$ cat src/hw/valve_link_pkg.sv
package valve_link_pkg;

    // --------------------
    // Field widths
    // --------------------
    localparam int VC_W       = 16;                     // Capacitor voltage
    localparam int ST_W       = 20;                     // Status value
    localparam int RX_BYTE_W  = 8;                      // Command byte
    localparam int BYPASS_BIT = 4;                      // Bypass flag inside command byte

    // --------------------
    // Frame layout
    // --------------------
    localparam int   TX_DATA_W     = VC_W + ST_W;       // 36 payload bits, vc in the low part
    localparam int   TX_FRAME_BITS = TX_DATA_W + 3;     // Start, data, parity, stop
    localparam int   RX_FRAME_BITS = RX_BYTE_W + 3;
    localparam logic START_LVL     = 1'b1;              // Line idles low
    localparam logic STOP_LVL      = 1'b0;

    // Word sent per channel on each strobe
    typedef struct packed {
        logic [VC_W-1:0] vc;
        logic [ST_W-1:0] st;
    } link_word_t;

    // Fault injection controls, one set per channel
    typedef struct packed {
        logic lost_voltage;                             // Acts as channel reset
        logic temp_fault;                               // Optic over-temperature
        logic tx_fault;
        logic rx_fault;
    } fault_ctrl_t;

    // Per-channel report
    typedef struct packed {
        logic                 comm_err;                 // Receive silence
        logic                 verify_err;               // Parity or stop error
        logic                 bypass;
        logic                 tx_muted;
        logic [RX_BYTE_W-1:0] rx_byte;                  // Last good command byte
    } channel_status_t;

endpackage

$ cat src/hw/frame_tx.sv
`timescale 1ns/1ns

module frame_tx #(
    parameter int BIT_DIV = 4
) (
    input  logic                       clk_sys,
    input  logic                       rst_i,
    input  logic                       start_i,
    input  valve_link_pkg::link_word_t word_i,
    output logic                       txd_o
);
    import valve_link_pkg::*;

    localparam int DIV_W = $clog2(BIT_DIV);
    localparam int CNT_W = $clog2(TX_FRAME_BITS);

    localparam logic [DIV_W-1:0] DIV_LAST = DIV_W'(BIT_DIV - 1);
    localparam logic [CNT_W-1:0] BIT_LAST = CNT_W'(TX_FRAME_BITS - 1);

    logic [TX_DATA_W-1:0]     data;                     // vc in low bits, goes out first
    logic [TX_FRAME_BITS-2:0] shift_q;                  // Frame minus start bit
    logic [DIV_W-1:0]         div_cnt;
    logic [CNT_W-1:0]         bit_cnt;
    logic                     busy;

    assign data = {word_i.st, word_i.vc};

    // --------------------
    // Shift register
    // --------------------
    always_ff @(posedge clk_sys)
    begin
        if (rst_i)
        begin
            busy    <= 1'b0;
            div_cnt <= '0;
            bit_cnt <= '0;
            txd_o   <= 1'b0;
        end
        else if (!busy)
        begin
            if (start_i)                                // Strobes while busy are dropped
            begin
                busy    <= 1'b1;
                div_cnt <= '0;
                bit_cnt <= '0;
                shift_q <= {STOP_LVL, ~^data, data};    // Odd parity over the data
                txd_o   <= START_LVL;                   // Start bit on the strobe edge
            end
        end
        else if (div_cnt == DIV_LAST)
        begin
            div_cnt <= '0;
            if (bit_cnt == BIT_LAST)
            begin
                busy  <= 1'b0;
                txd_o <= 1'b0;                          // Back to idle
            end
            else
            begin
                bit_cnt <= bit_cnt + 1'b1;
                txd_o   <= shift_q[0];
                shift_q <= shift_q >> 1;
            end
        end
        else
        begin
            div_cnt <= div_cnt + 1'b1;
        end
    end

endmodule

$ cat src/hw/frame_rx.sv
`timescale 1ns/1ns

module frame_rx #(
    parameter int BIT_DIV = 4
) (
    input  logic                                 clk_sys,
    input  logic                                 rst_i,
    input  logic                                 rxd_i,
    output logic                                 byte_valid_o,
    output logic [valve_link_pkg::RX_BYTE_W-1:0] byte_o,
    output logic                                 frame_err_o
);
    import valve_link_pkg::*;

    localparam int DIV_W = $clog2(BIT_DIV);
    localparam int BIT_W = $clog2(RX_FRAME_BITS);

    localparam logic [DIV_W-1:0] DIV_LAST = DIV_W'(BIT_DIV - 1);
    localparam logic [DIV_W-1:0] DIV_MID  = DIV_W'(BIT_DIV / 2);     // Mid-bit sample point
    localparam logic [BIT_W-1:0] DATA_END = BIT_W'(RX_BYTE_W);       // Last data bit index
    localparam logic [BIT_W-1:0] STOP_IDX = BIT_W'(RX_FRAME_BITS - 1);

    logic                 rxd_q;                        // Previous line level
    logic                 busy;
    logic [DIV_W-1:0]     div_cnt;
    logic [BIT_W-1:0]     bit_cnt;                      // Index of next sample, 0 is start
    logic                 par_q;                        // XOR of data and parity bits
    logic [RX_BYTE_W-1:0] byte_q;
    logic                 sample_en;
    logic                 data_bit;
    logic                 frame_ok;

    assign sample_en = busy & (div_cnt == DIV_MID);
    assign data_bit  = (bit_cnt != '0) && (bit_cnt <= DATA_END);
    assign frame_ok  = par_q & (rxd_i == STOP_LVL);     // Valid at the stop sample only
    assign byte_o    = byte_q;

    // --------------------
    // Frame control
    // --------------------
    always_ff @(posedge clk_sys)
    begin
        if (rst_i)
        begin
            rxd_q        <= 1'b0;
            busy         <= 1'b0;
            div_cnt      <= '0;
            bit_cnt      <= '0;
            par_q        <= 1'b0;
            byte_valid_o <= 1'b0;
            frame_err_o  <= 1'b0;
        end
        else
        begin
            rxd_q        <= rxd_i;
            byte_valid_o <= 1'b0;                       // Single-cycle pulses
            frame_err_o  <= 1'b0;
            if (!busy)
            begin
                if (rxd_i && !rxd_q)                    // Rising edge of start bit
                begin
                    busy    <= 1'b1;
                    div_cnt <= DIV_W'(1);               // Edge cycle is cycle 0 of the bit
                    bit_cnt <= '0;
                    par_q   <= 1'b0;
                end
            end
            else
            begin
                div_cnt <= (div_cnt == DIV_LAST) ? '0 : div_cnt + 1'b1;
                if (sample_en)
                begin
                    bit_cnt <= bit_cnt + 1'b1;
                    if (bit_cnt == STOP_IDX)
                    begin
                        busy         <= 1'b0;           // Wait for next rising edge
                        byte_valid_o <= frame_ok;
                        frame_err_o  <= ~frame_ok;
                    end
                    else if (bit_cnt != '0)
                    begin
                        par_q <= par_q ^ rxd_i;         // Data and parity bits
                    end
                end
            end
        end
    end

    // --------------------
    // Data shift
    // --------------------
    always_ff @(posedge clk_sys)
    begin
        if (sample_en && data_bit)
        begin
            byte_q <= {rxd_i, byte_q[RX_BYTE_W-1:1]};   // LSB arrives first
        end
    end

endmodule

$ cat src/hw/link_health.sv
`timescale 1ns/1ns

module link_health #(
    parameter int RX_TIMEOUT = 400
) (
    input  logic                                 clk_sys,
    input  logic                                 rst_i,
    input  logic                                 byte_valid_i,
    input  logic [valve_link_pkg::RX_BYTE_W-1:0] byte_i,
    input  logic                                 frame_err_i,
    input  logic                                 tx_mute_i,
    output valve_link_pkg::channel_status_t      status_o
);
    import valve_link_pkg::*;

    localparam int               TMO_W    = $clog2(RX_TIMEOUT + 1);
    localparam logic [TMO_W-1:0] TMO_LAST = TMO_W'(RX_TIMEOUT - 1);

    logic [TMO_W-1:0]     silence_cnt;                  // Cycles since last good byte
    logic [RX_BYTE_W-1:0] rx_byte_q;
    logic                 verify_err_q;
    logic                 comm_err_q;
    logic                 tx_muted_q;

    always_ff @(posedge clk_sys)
    begin
        if (rst_i)
        begin
            silence_cnt  <= '0;
            rx_byte_q    <= '0;
            verify_err_q <= 1'b0;
            comm_err_q   <= 1'b0;
            tx_muted_q   <= 1'b0;
        end
        else
        begin
            tx_muted_q <= tx_mute_i;
            if (byte_valid_i)
            begin
                rx_byte_q    <= byte_i;
                verify_err_q <= 1'b0;
                comm_err_q   <= 1'b0;
                silence_cnt  <= '0;
            end
            else
            begin
                if (frame_err_i)
                begin
                    verify_err_q <= 1'b1;               // Keeps last good byte
                end
                if (silence_cnt == TMO_LAST)
                begin
                    comm_err_q <= 1'b1;                 // Sticky until next good byte
                end
                else
                begin
                    silence_cnt <= silence_cnt + 1'b1;
                end
            end
        end
    end

    // --------------------
    // Status word
    // --------------------
    assign status_o.comm_err   = comm_err_q;
    assign status_o.verify_err = verify_err_q;
    assign status_o.bypass     = rx_byte_q[BYPASS_BIT];
    assign status_o.tx_muted   = tx_muted_q;
    assign status_o.rx_byte    = rx_byte_q;

endmodule

$ cat src/hw/link_channel.sv
`timescale 1ns/1ns

module link_channel #(
    parameter int BIT_DIV    = 4,
    parameter int RX_TIMEOUT = 400
) (
    input  logic                            clk_sys,
    input  logic                            rst_i,
    input  logic                            trans_start_i,
    input  valve_link_pkg::link_word_t      word_i,
    input  valve_link_pkg::fault_ctrl_t     fault_ctrl_i,
    input  logic                            phy_rxd_i,
    output logic                            phy_txd_o,
    output valve_link_pkg::channel_status_t status_o
);
    import valve_link_pkg::*;

    logic                 ch_rst;                       // Board reset or lost voltage
    logic                 tx_mute;
    logic                 rx_block;
    logic                 tx_raw;                       // Serializer output before muting
    logic                 rx_line;                      // Receive line after blocking
    logic                 byte_valid;
    logic                 frame_err;
    logic [RX_BYTE_W-1:0] rx_byte;

    // --------------------
    // Fault injection
    // --------------------
    assign ch_rst   = rst_i | fault_ctrl_i.lost_voltage;
    assign tx_mute  = fault_ctrl_i.temp_fault | fault_ctrl_i.tx_fault;
    assign rx_block = fault_ctrl_i.rx_fault;

    assign phy_txd_o = tx_raw & ~tx_mute;               // Serializer keeps running while muted
    assign rx_line   = phy_rxd_i & ~rx_block;           // Blocked line looks idle

    // --------------------
    // Transmit path
    // --------------------
    frame_tx #(
        .BIT_DIV      (BIT_DIV)
    ) i_frame_tx (
        .clk_sys      (clk_sys),
        .rst_i        (ch_rst),
        .start_i      (trans_start_i),
        .word_i       (word_i),
        .txd_o        (tx_raw)
    );

    // --------------------
    // Receive path
    // --------------------
    frame_rx #(
        .BIT_DIV      (BIT_DIV)
    ) i_frame_rx (
        .clk_sys      (clk_sys),
        .rst_i        (ch_rst),
        .rxd_i        (rx_line),
        .byte_valid_o (byte_valid),
        .byte_o       (rx_byte),
        .frame_err_o  (frame_err)
    );

    // Status fields cleared together with the link on lost voltage
    link_health #(
        .RX_TIMEOUT   (RX_TIMEOUT)
    ) i_link_health (
        .clk_sys      (clk_sys),
        .rst_i        (ch_rst),
        .byte_valid_i (byte_valid),
        .byte_i       (rx_byte),
        .frame_err_i  (frame_err),
        .tx_mute_i    (tx_mute),
        .status_o     (status_o)
    );

endmodule

$ cat src/hw/valve_link_top.sv
`timescale 1ns/1ns

module valve_link_top #(
    parameter int CH_NUM     = 4,
    parameter int BIT_DIV    = 4,                       // Cycles per serial bit, at least 2
    parameter int RX_TIMEOUT = 400                      // Silence limit in cycles
) (
    input  logic                                         clk_sys,
    input  logic                                         rst_i,
    input  logic                                         trans_start_i,     // Shared send strobe
    input  valve_link_pkg::link_word_t      [CH_NUM-1:0] tx_word_i,
    input  valve_link_pkg::fault_ctrl_t     [CH_NUM-1:0] fault_ctrl_i,
    input  logic                                         dbg_sel_i,
    input  valve_link_pkg::link_word_t                   dbg_word_i,
    input  logic                            [CH_NUM-1:0] phy_rxd_i,
    output logic                            [CH_NUM-1:0] phy_txd_o,
    output valve_link_pkg::channel_status_t [CH_NUM-1:0] status_o
);
    import valve_link_pkg::*;

    link_word_t [CH_NUM-1:0] ch_word;                   // Word after debug select

    // --------------------
    // Debug override
    // --------------------
    always_comb
    begin
        ch_word = tx_word_i;
        if (dbg_sel_i)
        begin
            ch_word[0] = dbg_word_i;                    // Channel 0 only
        end
    end

    // --------------------
    // Channel array
    // --------------------
    // Every channel sees the same strobe, so all frames start on the same edge
    for (genvar ch = 0; ch < CH_NUM; ch++)
    begin : g_channel
        link_channel #(
            .BIT_DIV       (BIT_DIV),
            .RX_TIMEOUT    (RX_TIMEOUT)
        ) i_link_channel (
            .clk_sys       (clk_sys),
            .rst_i         (rst_i),
            .trans_start_i (trans_start_i),
            .word_i        (ch_word[ch]),
            .fault_ctrl_i  (fault_ctrl_i[ch]),
            .phy_rxd_i     (phy_rxd_i[ch]),
            .phy_txd_o     (phy_txd_o[ch]),
            .status_o      (status_o[ch])
        );
    end

endmodule

$ cat config.mk
export PLATFORM = sky130hd
export DESIGN_NAME = valve_link_top
export DESIGN_NICKNAME = d
export VERILOG_FILES = /design/src/hw/valve_link_pkg.sv /design/src/hw/frame_tx.sv /design/src/hw/frame_rx.sv /design/src/hw/link_health.sv /design/src/hw/link_channel.sv /design/src/hw/valve_link_top.sv
export SDC_FILE = /design/constraint.sdc
export NUM_CORES = 1
export LEC_CHECK = 0
export ABC_CLOCK_PERIOD_IN_PS = 4300
export BUFFER_PORTS_ARGS = -buffer_cell sky130_fd_sc_hd__buf_2
export CORE_UTILIZATION = 57
export DETAILED_ROUTE_END_ITERATION = 6
export GPL_ROUTABILITY_DRIVEN = 0
export PLACE_DENSITY = 0.87
export SYNTH_ARGS = -nofsm -noshare
export SYNTH_HDL_FRONTEND = slang
export SYNTH_SLANG_ARGS = --single-unit
$ cat constraint.sdc
create_clock -name clk_sys -period 4.3 [get_ports clk_sys]
set_input_delay 0.215 -clock clk_sys [delete_from_list [all_inputs] [get_ports clk_sys]]
set_output_delay 0.215 -clock clk_sys [all_outputs]
set_load 0.02 [all_outputs]
Word level (Yosys, flattened, before mapping) --
Cells that the tools add are included.
Operators by class: add/subtract/negate cells 20, order comparisons 4, equal/unequal tests 44, muxes and demuxes 125, bitwise operators 60, reductions and logical operators 60
Operators by type and width (number):
- $mux 38 | 16
- $reduce_xnor 36->1 | 4
- $mux 6 | 13
- $mux 1 | 62
- $mux 4 | 12
- $mux 2 | 21
- $add 9x1->9 const B | 4
- $eq 9x9->1 const B | 4
- $mux 36 | 1
- $not 1->1 | 32
- $reduce_and 4->1 | 8
- $add 6x1->6 const B | 4
- $eq 2x2->1 const B | 12
- $eq 6x6->1 const B | 4
- $ne 2x1->1 const B | 12
- $add 2x1->2 const B | 8
- $add 4x1->4 const B | 4
- $and 1x1->1 | 16
- $eq 4x4->1 const B | 4
- $le 4x4->1 const B | 4
- $ne 2x2->1 const B | 8
- $reduce_and 2->1 | 8
- $reduce_bool 2->1 | 8
- $reduce_bool 4->1 | 4
- 7 further kinds | 40
Word-level totals: flip-flop bits (word level) 348, input bits 204, output and inout bits 52, logic and storage cells 385

Longest topological paths before layout --
Gate-level depths: netlist of the first run.
word-level depth 7, depth in mapped cells 8

Modules after synthesis --
A second synthesis of the first run with hierarchy kept.
Unflattened totals: cell total of the unflattened synthesis 1351, area total of the unflattened synthesis 16651.0 um^2
Modules (own cells, without submodules):
- frame_tx | instances 4, cells each 166, area each 2336.0 um^2
- frame_rx | instances 4, cells each 71, area each 814.5 um^2
- link_health at g_channel[1].i_link_channel.i_link_health ... | instances 3, cells each 86, area each 835.8 um^2
- link_health at g_channel[0].i_link_channel.i_link_health | instances 1, cells each 89, area each 847.1 um^2
- valve_link_top | instances 1, cells each 40, area each 589.3 um^2
- link_channel | instances 4, cells each 4, area each 26.3 um^2

Least setup slack after synthesis of the first run --
OpenSTA, ideal clock, no wires.
path kind reg-to-reg, start register g_channel[1].i_link_channel.i_frame_tx.busy, end register g_channel[1].i_link_channel.i_frame_tx.shift_q[0], enable pin, library setup time 0.477 ns, arrival time 3.359 ns, required time 3.823 ns, path slack 0.464 ns, stages on the path, launching flop included 5, buffers on the path 1, cell sequence dfxtp_1 > buf_2 > nand2b_1 > and2_1 > nor3_1
On the way: word-level cells in the longest chain between the ends 2, elaborated cells between the ends (all ways) 4, those cells by class 2 x eq/ne; 2 x reduce/logical
RTL lines:
- from (decl) | line frame_tx.sv:24 | logic busy;
- from (signal assigned) | line frame_tx.sv:35 | busy <= 1'b0;
- from (signal assigned) | line frame_tx.sv:44 | busy <= 1'b1;
- from (signal assigned) | line frame_tx.sv:56 | busy <= 1'b0;
- $ne 2x2->1 (no source line) (tied with other cells)
- $reduce_and 4->1 (no source line) (*)
- to (signal assigned) | line frame_tx.sv:47 | shift_q <= {STOP_LVL, ~^data, data};
- to (signal assigned) | line frame_tx.sv:63 | shift_q <= shift_q >> 1;
- to (decl) | line frame_tx.sv:21 | logic [TX_FRAME_BITS-2:0] shift_q;
Every way passes the cells marked *; elsewhere a longest branch is shown, timed or not. A chain may end at the register's enable or synchronous reset.

Worst setup path after layout of the first run --
start register g_channel[2].i_link_channel.i_frame_tx.busy, end register g_channel[2].i_link_channel.i_frame_tx.shift_q[22], enable pin
On the way: word-level cells in the longest chain between the ends 2, elaborated cells between the ends (all ways) 4, those cells by class 2 x eq/ne; 2 x reduce/logical
RTL lines (line):
- from (decl) | frame_tx.sv:24
- from (signal assigned) | frame_tx.sv:35
- from (signal assigned) | frame_tx.sv:44
- from (signal assigned) | frame_tx.sv:56
- $ne 2x2->1 (no source line) (tied with other cells)
- $reduce_and 4->1 (no source line) (*)
- to (signal assigned) | frame_tx.sv:47
- to (signal assigned) | frame_tx.sv:63
- to (decl) | frame_tx.sv:21
Marks and branches as above.

==> results of run 1 <==
## final timing paths
kind	from	endpoint	slack, ps	depth (start not counted)
max	g_channel[2].i_link_channel.i_frame_tx.busy	g_channel[2].i_link_channel.i_frame_tx.shift_q[22]	1760	4
min	tx_word_i[64]	g_channel[1].i_link_channel.i_frame_tx.shift_q[8]	20	2
min reg2reg	flip-flop	flip-flop	440	2
max reg2reg	g_channel[2].i_link_channel.i_frame_tx.busy	g_channel[2].i_link_channel.i_frame_tx.shift_q[22]	1760	4
## cell families (layout without fill, tap and decap cells)
logic type	Yosys count	after routing
and+or+nand+nor	417	417
xor gates and xnor gates	202	202
buffers and inverters	103	368
AOI/OAI and AO/OA	122	122
adders and majority gates	40	40
DFF	344	344
muxes	204	204
## sequential cells by signal, indices dropped and copies added, names as in the netlist, 8 cells and up
name                                                flops
g_channel.i_link_channel.i_frame_tx.shift_q           148
g_channel.i_link_channel.i_link_health.silence_cnt     36
g_channel.i_link_channel.i_frame_rx.byte_o             32
g_channel.i_link_channel.i_link_health.rx_byte_q       32
g_channel.i_link_channel.i_frame_tx.bit_cnt            24
g_channel.i_link_channel.i_frame_rx.bit_cnt            16
g_channel.i_link_channel.i_frame_rx.div_cnt             8
g_channel.i_link_channel.i_frame_tx.div_cnt             8
## area by class of cell
class / instances / area [µm²] / share of cell area [%]
multi-input cells: 985 / 7071 / 37.29
clock inverters: 17 / 110.1 / 0.5807
inverters: 27 / 101.3 / 0.5345
flip-flops and latches: 344 / 8692 / 45.84
well taps: 378 / 473.0 / 2.494
clock buffers: 51 / 1080 / 5.695
repair buffers: 273 / 1434 / 7.562
## layer usage
metal / share of wire [%] / vias to the layer above / GRT usage [%]
met1: 41 / 5306 / 25.98
met5: 0 / - / 0
li1: - / 5446 / -
met3: 4.8 / 64 / 4.141
met4: 2.2 / 0 / 6.345
met2: 52 / 242 / 39.33
## worst max-delay path, delay by kind of cell, from the launching register on
kind / cells / cell delay (ps)
compound gates: 1 / 370
buf+inv: 1 / 410
flops: 1 / 980
simple gates: 2 / 400
## per-stage QoR
stage | power (µW) | instances | utilization [%] | area (µm²)
2_1_floorplan | 4300 | 1432 | - | 16240
3_3_place_gp | 4511 | 1998 | 63.29 | 17680
3_5_place_dp | 4555 | 1998 | 63.29 | 17680
4_1_cts | 7638 | 2075 | 67.88 | 18960
5_1_grt | 7836 | 2075 | 67.88 | 18960
6_report | 7563 | 2075 | 67.88 | 18960
## layout by cell type, fill, tap and decap left out, types with 6 or more instances in the layout
master and instances:
sky130_fd_sc_hd__a211oi_1 6, sky130_fd_sc_hd__a21oi_1 45, sky130_fd_sc_hd__and2_1 8, sky130_fd_sc_hd__and3_1 14, sky130_fd_sc_hd__buf_2 255, sky130_fd_sc_hd__buf_4 9, sky130_fd_sc_hd__clkbuf_16 38, sky130_fd_sc_hd__clkbuf_8 8
sky130_fd_sc_hd__clkinv_2 9, sky130_fd_sc_hd__dfxtp_1 161, sky130_fd_sc_hd__dlygate4sd3_1 9, sky130_fd_sc_hd__edfxtp_1 180, sky130_fd_sc_hd__ha_1 40, sky130_fd_sc_hd__inv_1 27, sky130_fd_sc_hd__mux2_2 110, sky130_fd_sc_hd__mux2i_1 94
sky130_fd_sc_hd__nand2_1 93, sky130_fd_sc_hd__nand2b_1 18, sky130_fd_sc_hd__nand3_1 27, sky130_fd_sc_hd__nand4_1 15, sky130_fd_sc_hd__nor2_1 172, sky130_fd_sc_hd__nor2b_1 6, sky130_fd_sc_hd__nor3_1 19, sky130_fd_sc_hd__nor3b_1 11
sky130_fd_sc_hd__o21ai_0 54, sky130_fd_sc_hd__or3_1 10, sky130_fd_sc_hd__xnor2_1 129, sky130_fd_sc_hd__xor2_1 72
## power breakdown
part	internal [µW]	switching, µW
Clock	1780	1300
Sequential	3550	41.9
Combinational	466	430
==> impl_metrics.toml, run 1 <==
[run_status]
status = "finished, final reports clean"

[logic_synthesis]
synth-simple-area-share_pct = 11.85
yosysMostFrequentCell = "sky130_fd_sc_hd__edfxtp_1"
synth_async_sr_flop_share_pct = 0
netlist_area_mm2 = 0.01624
synthesis.area_per_instance_um2 = 11.34
instance_count_of_the_mapped_netlist = 1432
synth.distinct_cells = 45
synth.largest_area_cell = "sky130_fd_sc_hd__edfxtp_1"
seq_total_area_yosys_pct = 53.50
yosysWarnings = 0
synth_compound_gate_area_share_pct = 4.145
synth_top_cells_by_area = "sky130_fd_sc_hd__edfxtp_1 (33%), sky130_fd_sc_hd__dfxtp_1 (20%), sky130_fd_sc_hd__mux2_2 (7.6%)"
synth_top_flop_cell = "sky130_fd_sc_hd__edfxtp_1"
yosysTopAreaCellShare_pct = 33.28
post_synth_xor_area_fraction_pct = 10.98
number_of_synthesized_register_bits = 344
post_synth_fa_ha_maj_area_fraction_pct = 3.082
synthesis.nets = 1676
synth_top_family_by_area = "multiplexers"
yosys-top-cells-count = "sky130_fd_sc_hd__edfxtp_1 (180), sky130_fd_sc_hd__nor2_1 (172), sky130_fd_sc_hd__dfxtp_1 (164)"
synth_enable_flop_cells = 180
synthMuxAreaShare_pct = 13.42

[die]
width_of_the_chip_um = 170.8
die-area_mm2 = 0.02917
boundaryPins = 256
rows = 61
die_height_um = 170.8
initial_core_util_pct = 58.14
core_area_mm2 = 0.02793

[route]
antenna_left = 0
detail_route.first_pass.iterations = 5
drt_wl_total_um = 31910
viasPerCell = 5.329
vias = 11058
drt-initial-drc-count = 547
routedWlPerCell_um = 15.38
drt_drc_violations_left = 0

[sta]
post-route-period-util_pct = 58.96
period_minus_slack_ps = 2535
skew_ps = 19.96
final_report_max_slew_violation_count = 0
maxSlewHeadroom_pct = 32.84
layout_setup_ws_ps = 1765
final-hold-violation-count = 0
tightestPinTransition_ps = 1007
rsz0062_at_grt = "no"
worst_hold_slack_ps = 22.50
fin_tns_setup_ps = 0
maximum_clock_frequency_mhz = 394.5
final-setup-viol-count = 0

[worst_setup_path]
worst_path_fanout_max = 46
crit_path_end_kind = "flip-flop"
cp.required_ps = 4460
cpPeakStageDelay_ps = 980
critical_path.slowest_cell = "sky130_fd_sc_hd__dfxtp_2"
critPathLaunchType = "flip-flop"
worstPathCellList = "nand2_1, a21oi_2, and2_1, buf_4"
worstPathArrival_ps = 2690
class_of_the_most_critical_setup_path = "flip-flop to flip-flop"

[global_route]
grt_first_pass_wirelength_um = 51340
first_global_vias = 10982
pin_count_of_the_biggest_net_entering_global_routing = 79
overflow_left_after_global_routing = 0
grt_use_total_pct = 21.70
initial_antenna_violation_count = 0

[clock_network]
cts.repair_timing.setup_buffer_count = 0
worst_setup_hold_path_clk_slew_ps = 70
cts.hold.buffers_added = 9
clock-root-buffer = "sky130_fd_sc_hd__clkbuf_16"
tritoncts = "yes"
cts.htree.levels = 2
clock_insertion_delay_worst_skew_ps = 520
clock_path_buffers = 3
postCtsResizedCells = 0
numClockSinks = 344
cts-buffers-inserted = 37

[cells_and_area]
syn2layout_area_growth_pct = 16.75
filler_cell_count = 2060
final_nets = 1912
drive_above_1_share_pct = 26.22
antenna-diode-count = 0

[pwr]
cell_leakage_power_uw = 0.007256
p_per_area_mw_per_mm2 = 398.9
vdd_ir_max_mv = 0.3842

[place]
detailedPlace.worstSlack_ps = 1654
detailed_place_hpwl_um = 22400
io_buffers = 255

[hold_path]
timing.hold.worst.class = "primary input to flip-flop"

[flow_run]
max_cap_violations = 0
(Power assumes the default switching activity.)
==> inputs of run 2 (changes only) <==
--- a/config.mk
+++ b/config.mk
@@ -5,7 +5,7 @@
 export SDC_FILE = /design/constraint.sdc
 export NUM_CORES = 1
 export LEC_CHECK = 0
-export ABC_CLOCK_PERIOD_IN_PS = 4300
+export ABC_CLOCK_PERIOD_IN_PS = 2500
 export BUFFER_PORTS_ARGS = -buffer_cell sky130_fd_sc_hd__buf_2
 export CORE_UTILIZATION = 57
 export DETAILED_ROUTE_END_ITERATION = 6
==> constraint.sdc (replaced) <==
create_clock -name clk_sys -period 2.5 [get_ports clk_sys]
set_input_delay 0.125 -clock clk_sys [delete_from_list [all_inputs] [get_ports clk_sys]]
set_output_delay 0.125 -clock clk_sys [all_outputs]
set_load 0.02 [all_outputs]
==> impl_metrics.toml, run 2 (synthesis results as in run 1) <==
[clock_network]
clock_path_buffers = 3
cts-buffers-inserted = 37
clock-root-buffer = "sky130_fd_sc_hd__clkbuf_16"
tritoncts = "yes"
cts.htree.levels = 2
clock_insertion_delay_worst_skew_ps = 520
worst_setup_hold_path_clk_slew_ps = 60
numClockSinks = 344

[sta]
maximum_clock_frequency_mhz = 508.8
skew_ps = 24.09
worst_hold_slack_ps = 16.26
rsz0062_at_grt = "no"
fin_tns_setup_ps = 0
tightestPinTransition_ps = 716.9
maxSlewHeadroom_pct = 52.03
final_report_max_slew_violation_count = 0
period_minus_slack_ps = 1965
post-route-period-util_pct = 78.62
final-setup-viol-count = 0
final-hold-violation-count = 0

[cells_and_area]
largest_registers = "g_channel.i_link_channel.i_frame_tx.shift_q x148, g_channel.i_link_channel.i_link_health.silence_cnt x36"
drive_above_1_share_pct = 24.18
largest-register = "g_channel.i_link_channel.i_frame_tx.shift_q"
syn2layout_area_growth_pct = 24.46
filler_cell_count = 1811
register_area_mm2 = 0.008692
final_common_cell = "sky130_fd_sc_hd__buf_2"
multi_input_comb_area_mm2 = 0.007083
largest_register_ff_count = 148
final_nets = 2043
layout_common_cells = "sky130_fd_sc_hd__buf_2 (255), sky130_fd_sc_hd__edfxtp_1 (180), sky130_fd_sc_hd__nor2_1 (172)"

[worst_setup_path]
cp.required_ps = 2740
critPathLaunchType = "primary input"
worstPathCellList = "dlygate4sd3_1, buf_2, xor2_1, mux2i_1, xnor2_1, xnor2_1, xnor3_1, xnor2_1, nor2_1"
worstPathArrival_ps = 2210
worst_path_fanout_max = 2
crit_path_end_kind = "flip-flop"
critical_path.most_common_cell = "sky130_fd_sc_hd__xnor2_1"
cpPeakStageDelay_ps = 530
critical_path.startpoint = "tx_word_i[0]"
class_of_the_most_critical_setup_path = "primary input to flip-flop"
critical_path.slowest_cell = "sky130_fd_sc_hd__dlygate4sd3_1"

[pwr]
cell_leakage_power_uw = 0.007765
vdd_ir_max_mv = 0.5518
p_per_area_mw_per_mm2 = 649.4

[die]
core_area_mm2 = 0.02793
rows = 61
die_height_um = 170.8
boundaryPins = 256
width_of_the_chip_um = 170.8
die-area_mm2 = 0.02917
initial_core_util_pct = 58.14

[global_route]
overflow_left_after_global_routing = 0
grt_first_pass_wirelength_um = 59190
grt_use_total_pct = 25.72
first_global_vias = 11926
initial_antenna_violation_count = 1
pin_count_of_the_biggest_net_entering_global_routing = 76

[place]
detailed_place_hpwl_um = 21990
io_buffers = 255

[hold_path]
timing.hold.worst.class = "primary input to flip-flop"
hp-start = "dbg_word_i[19]"

[route]
drt_drc_violations_left = 0
drt_wl_total_um = 37680
antenna_left = 0
vias = 12007
routedWlPerCell_um = 17.07
detail_route.first_pass.iterations = 7
viasPerCell = 5.438
drt-initial-drc-count = 829

[flow_run]
max_cap_violations = 0

[run_status]
status = "finished, final reports clean"
## run 2: cell count changes in the layout (fill, tap and decap cells not counted), moves of 3 or more
| cell | before | now |
|---|---|---|
| sky130_fd_sc_hd__clkbuf_8 | 8 | 1 |
| sky130_fd_sc_hd__clkinv_1 | 3 | 6 |
| sky130_fd_sc_hd__clkbuf_1 | 5 | 14 |
| sky130_fd_sc_hd__buf_4 | 9 | 16 |
| sky130_fd_sc_hd__dlygate4sd3_1 | 9 | 131 |
| sky130_fd_sc_hd__clkinv_2 | 9 | 6 |
## run 2: worst max-delay path, delay by kind of cell
family	cells	cell delay, ps
xor gates and xnor gates	5	1210
buffers and inverters	2	660
muxes	1	150
and+or+nand+nor	1	50
## run 2: what timing repair did
item / 4_1_cts / 5_1_grt
buffers inserted: 0 / 0
hold endpoints to repair: 129 / 0
setup endpoints to repair: 0 / 0
hold buffers: 131 / 0
gates resized for setup: 0 / 0
## run 2: worst paths after layout
kind / endpoint / slack, ps / cells after the start
max: flip-flop / 530 / 9
min: g_channel[0].i_link_channel.i_frame_tx.shift_q[35] / 20 / 3
max reg2reg: flip-flop / 590 / 8
min reg2reg: flip-flop / 430 / 2
## run 2: report_power, final
| part | internal, µW | total (µW) | switching [µW] | leakage (µW) |
|---|---|---|---|---|
| clock | 2900 | 5120 | 2220 | 0.000542 |
| combinational | 938 | 1840 | 899 | 0.00425 |
| sequential | 6110 | 6160 | 52.7 | 0.00297 |
## run 2: routing by layer
layer  GRT usage, %  part of all wire (%)
met5              0                     0
met4          10.69                   3.9
met3          4.025                   5.2
met2          46.80                    52
met1          30.01                    39
## run 2: metrics by stage
stage | power (µW) | instance area (µm²) | instances | utilization [%] | setup WS, ps
5_1_grt | 13570 | 20210 | 2207 | 72.35 | 358.7
4_1_cts | 13040 | 20210 | 2206 | 72.34 | 592.8
3_5_place_dp | 7840 | 17790 | 2007 | 63.67 | 312.8
2_1_floorplan | 7397 | 16260 | 1432 | - | 176.6
3_3_place_gp | 7770 | 17790 | 2007 | 63.67 | 402.1
6_report | 13130 | 20210 | 2208 | 72.36 | 534.6
## run 2: final cells by class
class / count / area share (%)
antenna: 2 / 0.02476
clock buffer: 54 / 5.156
clock inverter: 14 / 0.3405
inverter: 27 / 0.5014
multi-input combinational: 985 / 35.04
sequential: 344 / 43.00
tap: 378 / 2.340
timing repair buffer: 404 / 13.59
==> inputs of run 3 (changes only) <==
--- a/config.mk
+++ b/config.mk
@@ -5,7 +5,7 @@
 export SDC_FILE = /design/constraint.sdc
 export NUM_CORES = 1
 export LEC_CHECK = 0
-export ABC_CLOCK_PERIOD_IN_PS = 2500
+export ABC_CLOCK_PERIOD_IN_PS = 1900
 export BUFFER_PORTS_ARGS = -buffer_cell sky130_fd_sc_hd__buf_2
 export CORE_UTILIZATION = 57
 export DETAILED_ROUTE_END_ITERATION = 6
==> constraint.sdc (replaced) <==
create_clock -name clk_sys -period 1.9 [get_ports clk_sys]
set_input_delay 0.095 -clock clk_sys [delete_from_list [all_inputs] [get_ports clk_sys]]
set_output_delay 0.095 -clock clk_sys [all_outputs]
set_load 0.02 [all_outputs]
==> impl_metrics.toml, run 3 (synthesis results as in run 1) <==
[run_status]
status = "finished, final reports clean"

[global_route]
groute.layer.met1.usage_pct = 27.81
grt_util_met3_pct = 3.886
pin_count_of_the_biggest_net_entering_global_routing = 76
first_global_vias = 11812
met2_layer_usage_reported_by_global_route_pct = 46.16
overflow_left_after_global_routing = 0
busiest_layer = "met2"
grt_use_total_pct = 24.63
initial_antenna_violation_count = 4
grt_first_pass_wirelength_um = 56990

[sta]
period_minus_slack_ps = 1847
final_report_max_slew_violation_count = 0
layout_setup_ws_ps = 52.84
post-route-period-util_pct = 97.22
maximum_clock_frequency_mhz = 541.4
maxSlewHeadroom_pct = 60.68
tightestPinTransition_ps = 589.8
skew_ps = 24.03
final-hold-violation-count = 0
final-setup-viol-count = 0

[die]
core_area_mm2 = 0.02793
rows = 61
width_of_the_chip_um = 170.8
die-area_mm2 = 0.02917
initial_core_util_pct = 58.14
boundaryPins = 256
die_height_um = 170.8

[route]
antenna_left = 0
vias = 11783
drt_wl_total_um = 36890
detail_route.first_pass.iterations = 5
viasPerCell = 5.298
drt_drc_violations_left = 0
drt-initial-drc-count = 658
routedWlPerCell_um = 16.59

[cells_and_area]
utilization_pct = 73.36
syn2layout_area_growth_pct = 26.18
final_nets = 2059
finish.cell_count_without_fillers = 2224
final_area_mm2 = 0.02049
drive_above_1_share_pct = 25.50
filler_cell_count = 1844
layout_common_cells = "sky130_fd_sc_hd__buf_2 (253), sky130_fd_sc_hd__edfxtp_1 (180), sky130_fd_sc_hd__nor2_1 (172)"
final_common_cell = "sky130_fd_sc_hd__buf_2"
largest-register = "g_channel.i_link_channel.i_frame_tx.shift_q"
largest_register_ff_count = 148
largest_registers = "g_channel.i_link_channel.i_frame_tx.shift_q x148, g_channel.i_link_channel.i_link_health.silence_cnt x36"

[place]
detailedPlace.worstSlack_ps = -10.50
post_dp_cell_area_mm2 = 0.01796
io_buffers = 255
placed_cells_incl_taps = 2018
detailed_place_hpwl_um = 22720

[pwr]
cell_leakage_power_uw = 0.007897
vdd_ir_max_mv = 0.7300
p_per_area_mw_per_mm2 = 845.2

[hold_path]
timing.hold.worst.class = "primary input to flip-flop"

[worst_setup_path]
worstPathArrival_ps = 2280
critPathLaunchType = "flip-flop"
worst_path_fanout_max = 5
crit_path_end_kind = "flip-flop"
cp.required_ps = 2330
class_of_the_most_critical_setup_path = "flip-flop to flip-flop"

[clock_network]
cts-buffers-inserted = 36
cts.htree.levels = 2
worst_setup_hold_path_clk_slew_ps = 60
clock-root-buffer = "sky130_fd_sc_hd__clkbuf_16"
tritoncts = "yes"
clock_path_buffers = 3
clock_insertion_delay_worst_skew_ps = 510
numClockSinks = 344

[flow_run]
max_cap_violations = 0
## run 3: changes by cell type in the layout (fill, tap and decap cells not counted), moves of 4 or more
cell,delta
sky130_fd_sc_hd__and2_1,-4
sky130_fd_sc_hd__and2_4,+5
sky130_fd_sc_hd__buf_12,+4
sky130_fd_sc_hd__buf_4,+9
sky130_fd_sc_hd__dlygate4sd3_1,+5
## run 3: worst max-delay path, cell delays in order, from the launching register on
cell                       delay (ps)
sky130_fd_sc_hd__dfxtp_1          370
sky130_fd_sc_hd__inv_1             70
sky130_fd_sc_hd__ha_1             200
sky130_fd_sc_hd__nand4b_1          90
sky130_fd_sc_hd__nor3b_1           70
sky130_fd_sc_hd__a21oi_2          240
sky130_fd_sc_hd__nand4_1          180
sky130_fd_sc_hd__or3_1            380
sky130_fd_sc_hd__a21oi_1          180
## run 3: final cells by class
class	instances	area [µm²]	share of cell area, %
Antenna cell	3	7.507	0.03663
Clock buffer	54	1055	5.147
Clock inverter	12	91.34	0.4457
Inverter	27	101.3	0.4946
Multi-Input combinational cell	986	7133	34.81
Sequential cell	344	8696	42.43
Tap cell	378	473.0	2.308
Timing Repair Buffer	420	2935	14.32
## run 3: layer usage
metal	vias to the layer above	routed length, µm
met1	5632	14510
met5	-	10
met3	99	1334
li1	5766	-
met4	2	1205
met2	284	19830
## run 3: through the flow
stage / power (µW) / hold WS (ps) / TNS [ps]
2_1_floorplan: 9743 / 216.9 / -14030
3_3_place_gp: 10260 / 302.3 / 0
3_5_place_dp: 10340 / 320.2 / -10.50
4_1_cts: 17360 / 0.8123 / 0
5_1_grt: 17960 / 11.81 / -46.13
6_report: 17320 / 4.738 / 0
## run 3: path summary, 6_finish.rpt
kind / startpoint / endpoint / slack, ps / depth (start not counted)
setup / recovery: flip-flop / flip-flop / 50 / 8
hold / removal: tx_word_i[17] / g_channel[0].i_link_channel.i_frame_tx.shift_q[33] / 5 / 3
setup reg to reg: flip-flop / flip-flop / 50 / 8
hold reg to reg: flip-flop / flip-flop / 430 / 2
## run 3: timing repair
action                                  4_1_cts  5_1_grt
endpoints found under the hold margin       135        0
buffers inserted                              0        2
gates resized for setup                       0        3
endpoints found under the setup margin        0       46
hold buffers                                136        0
## run 3: power breakdown
part           leakage, µW  switching [µW]  internal (µW)
sequential         0.00297            69.0           8040
combinational      0.00436            1110           1270
clock             0.000565            2840           3990
total              0.00790            4020          13300
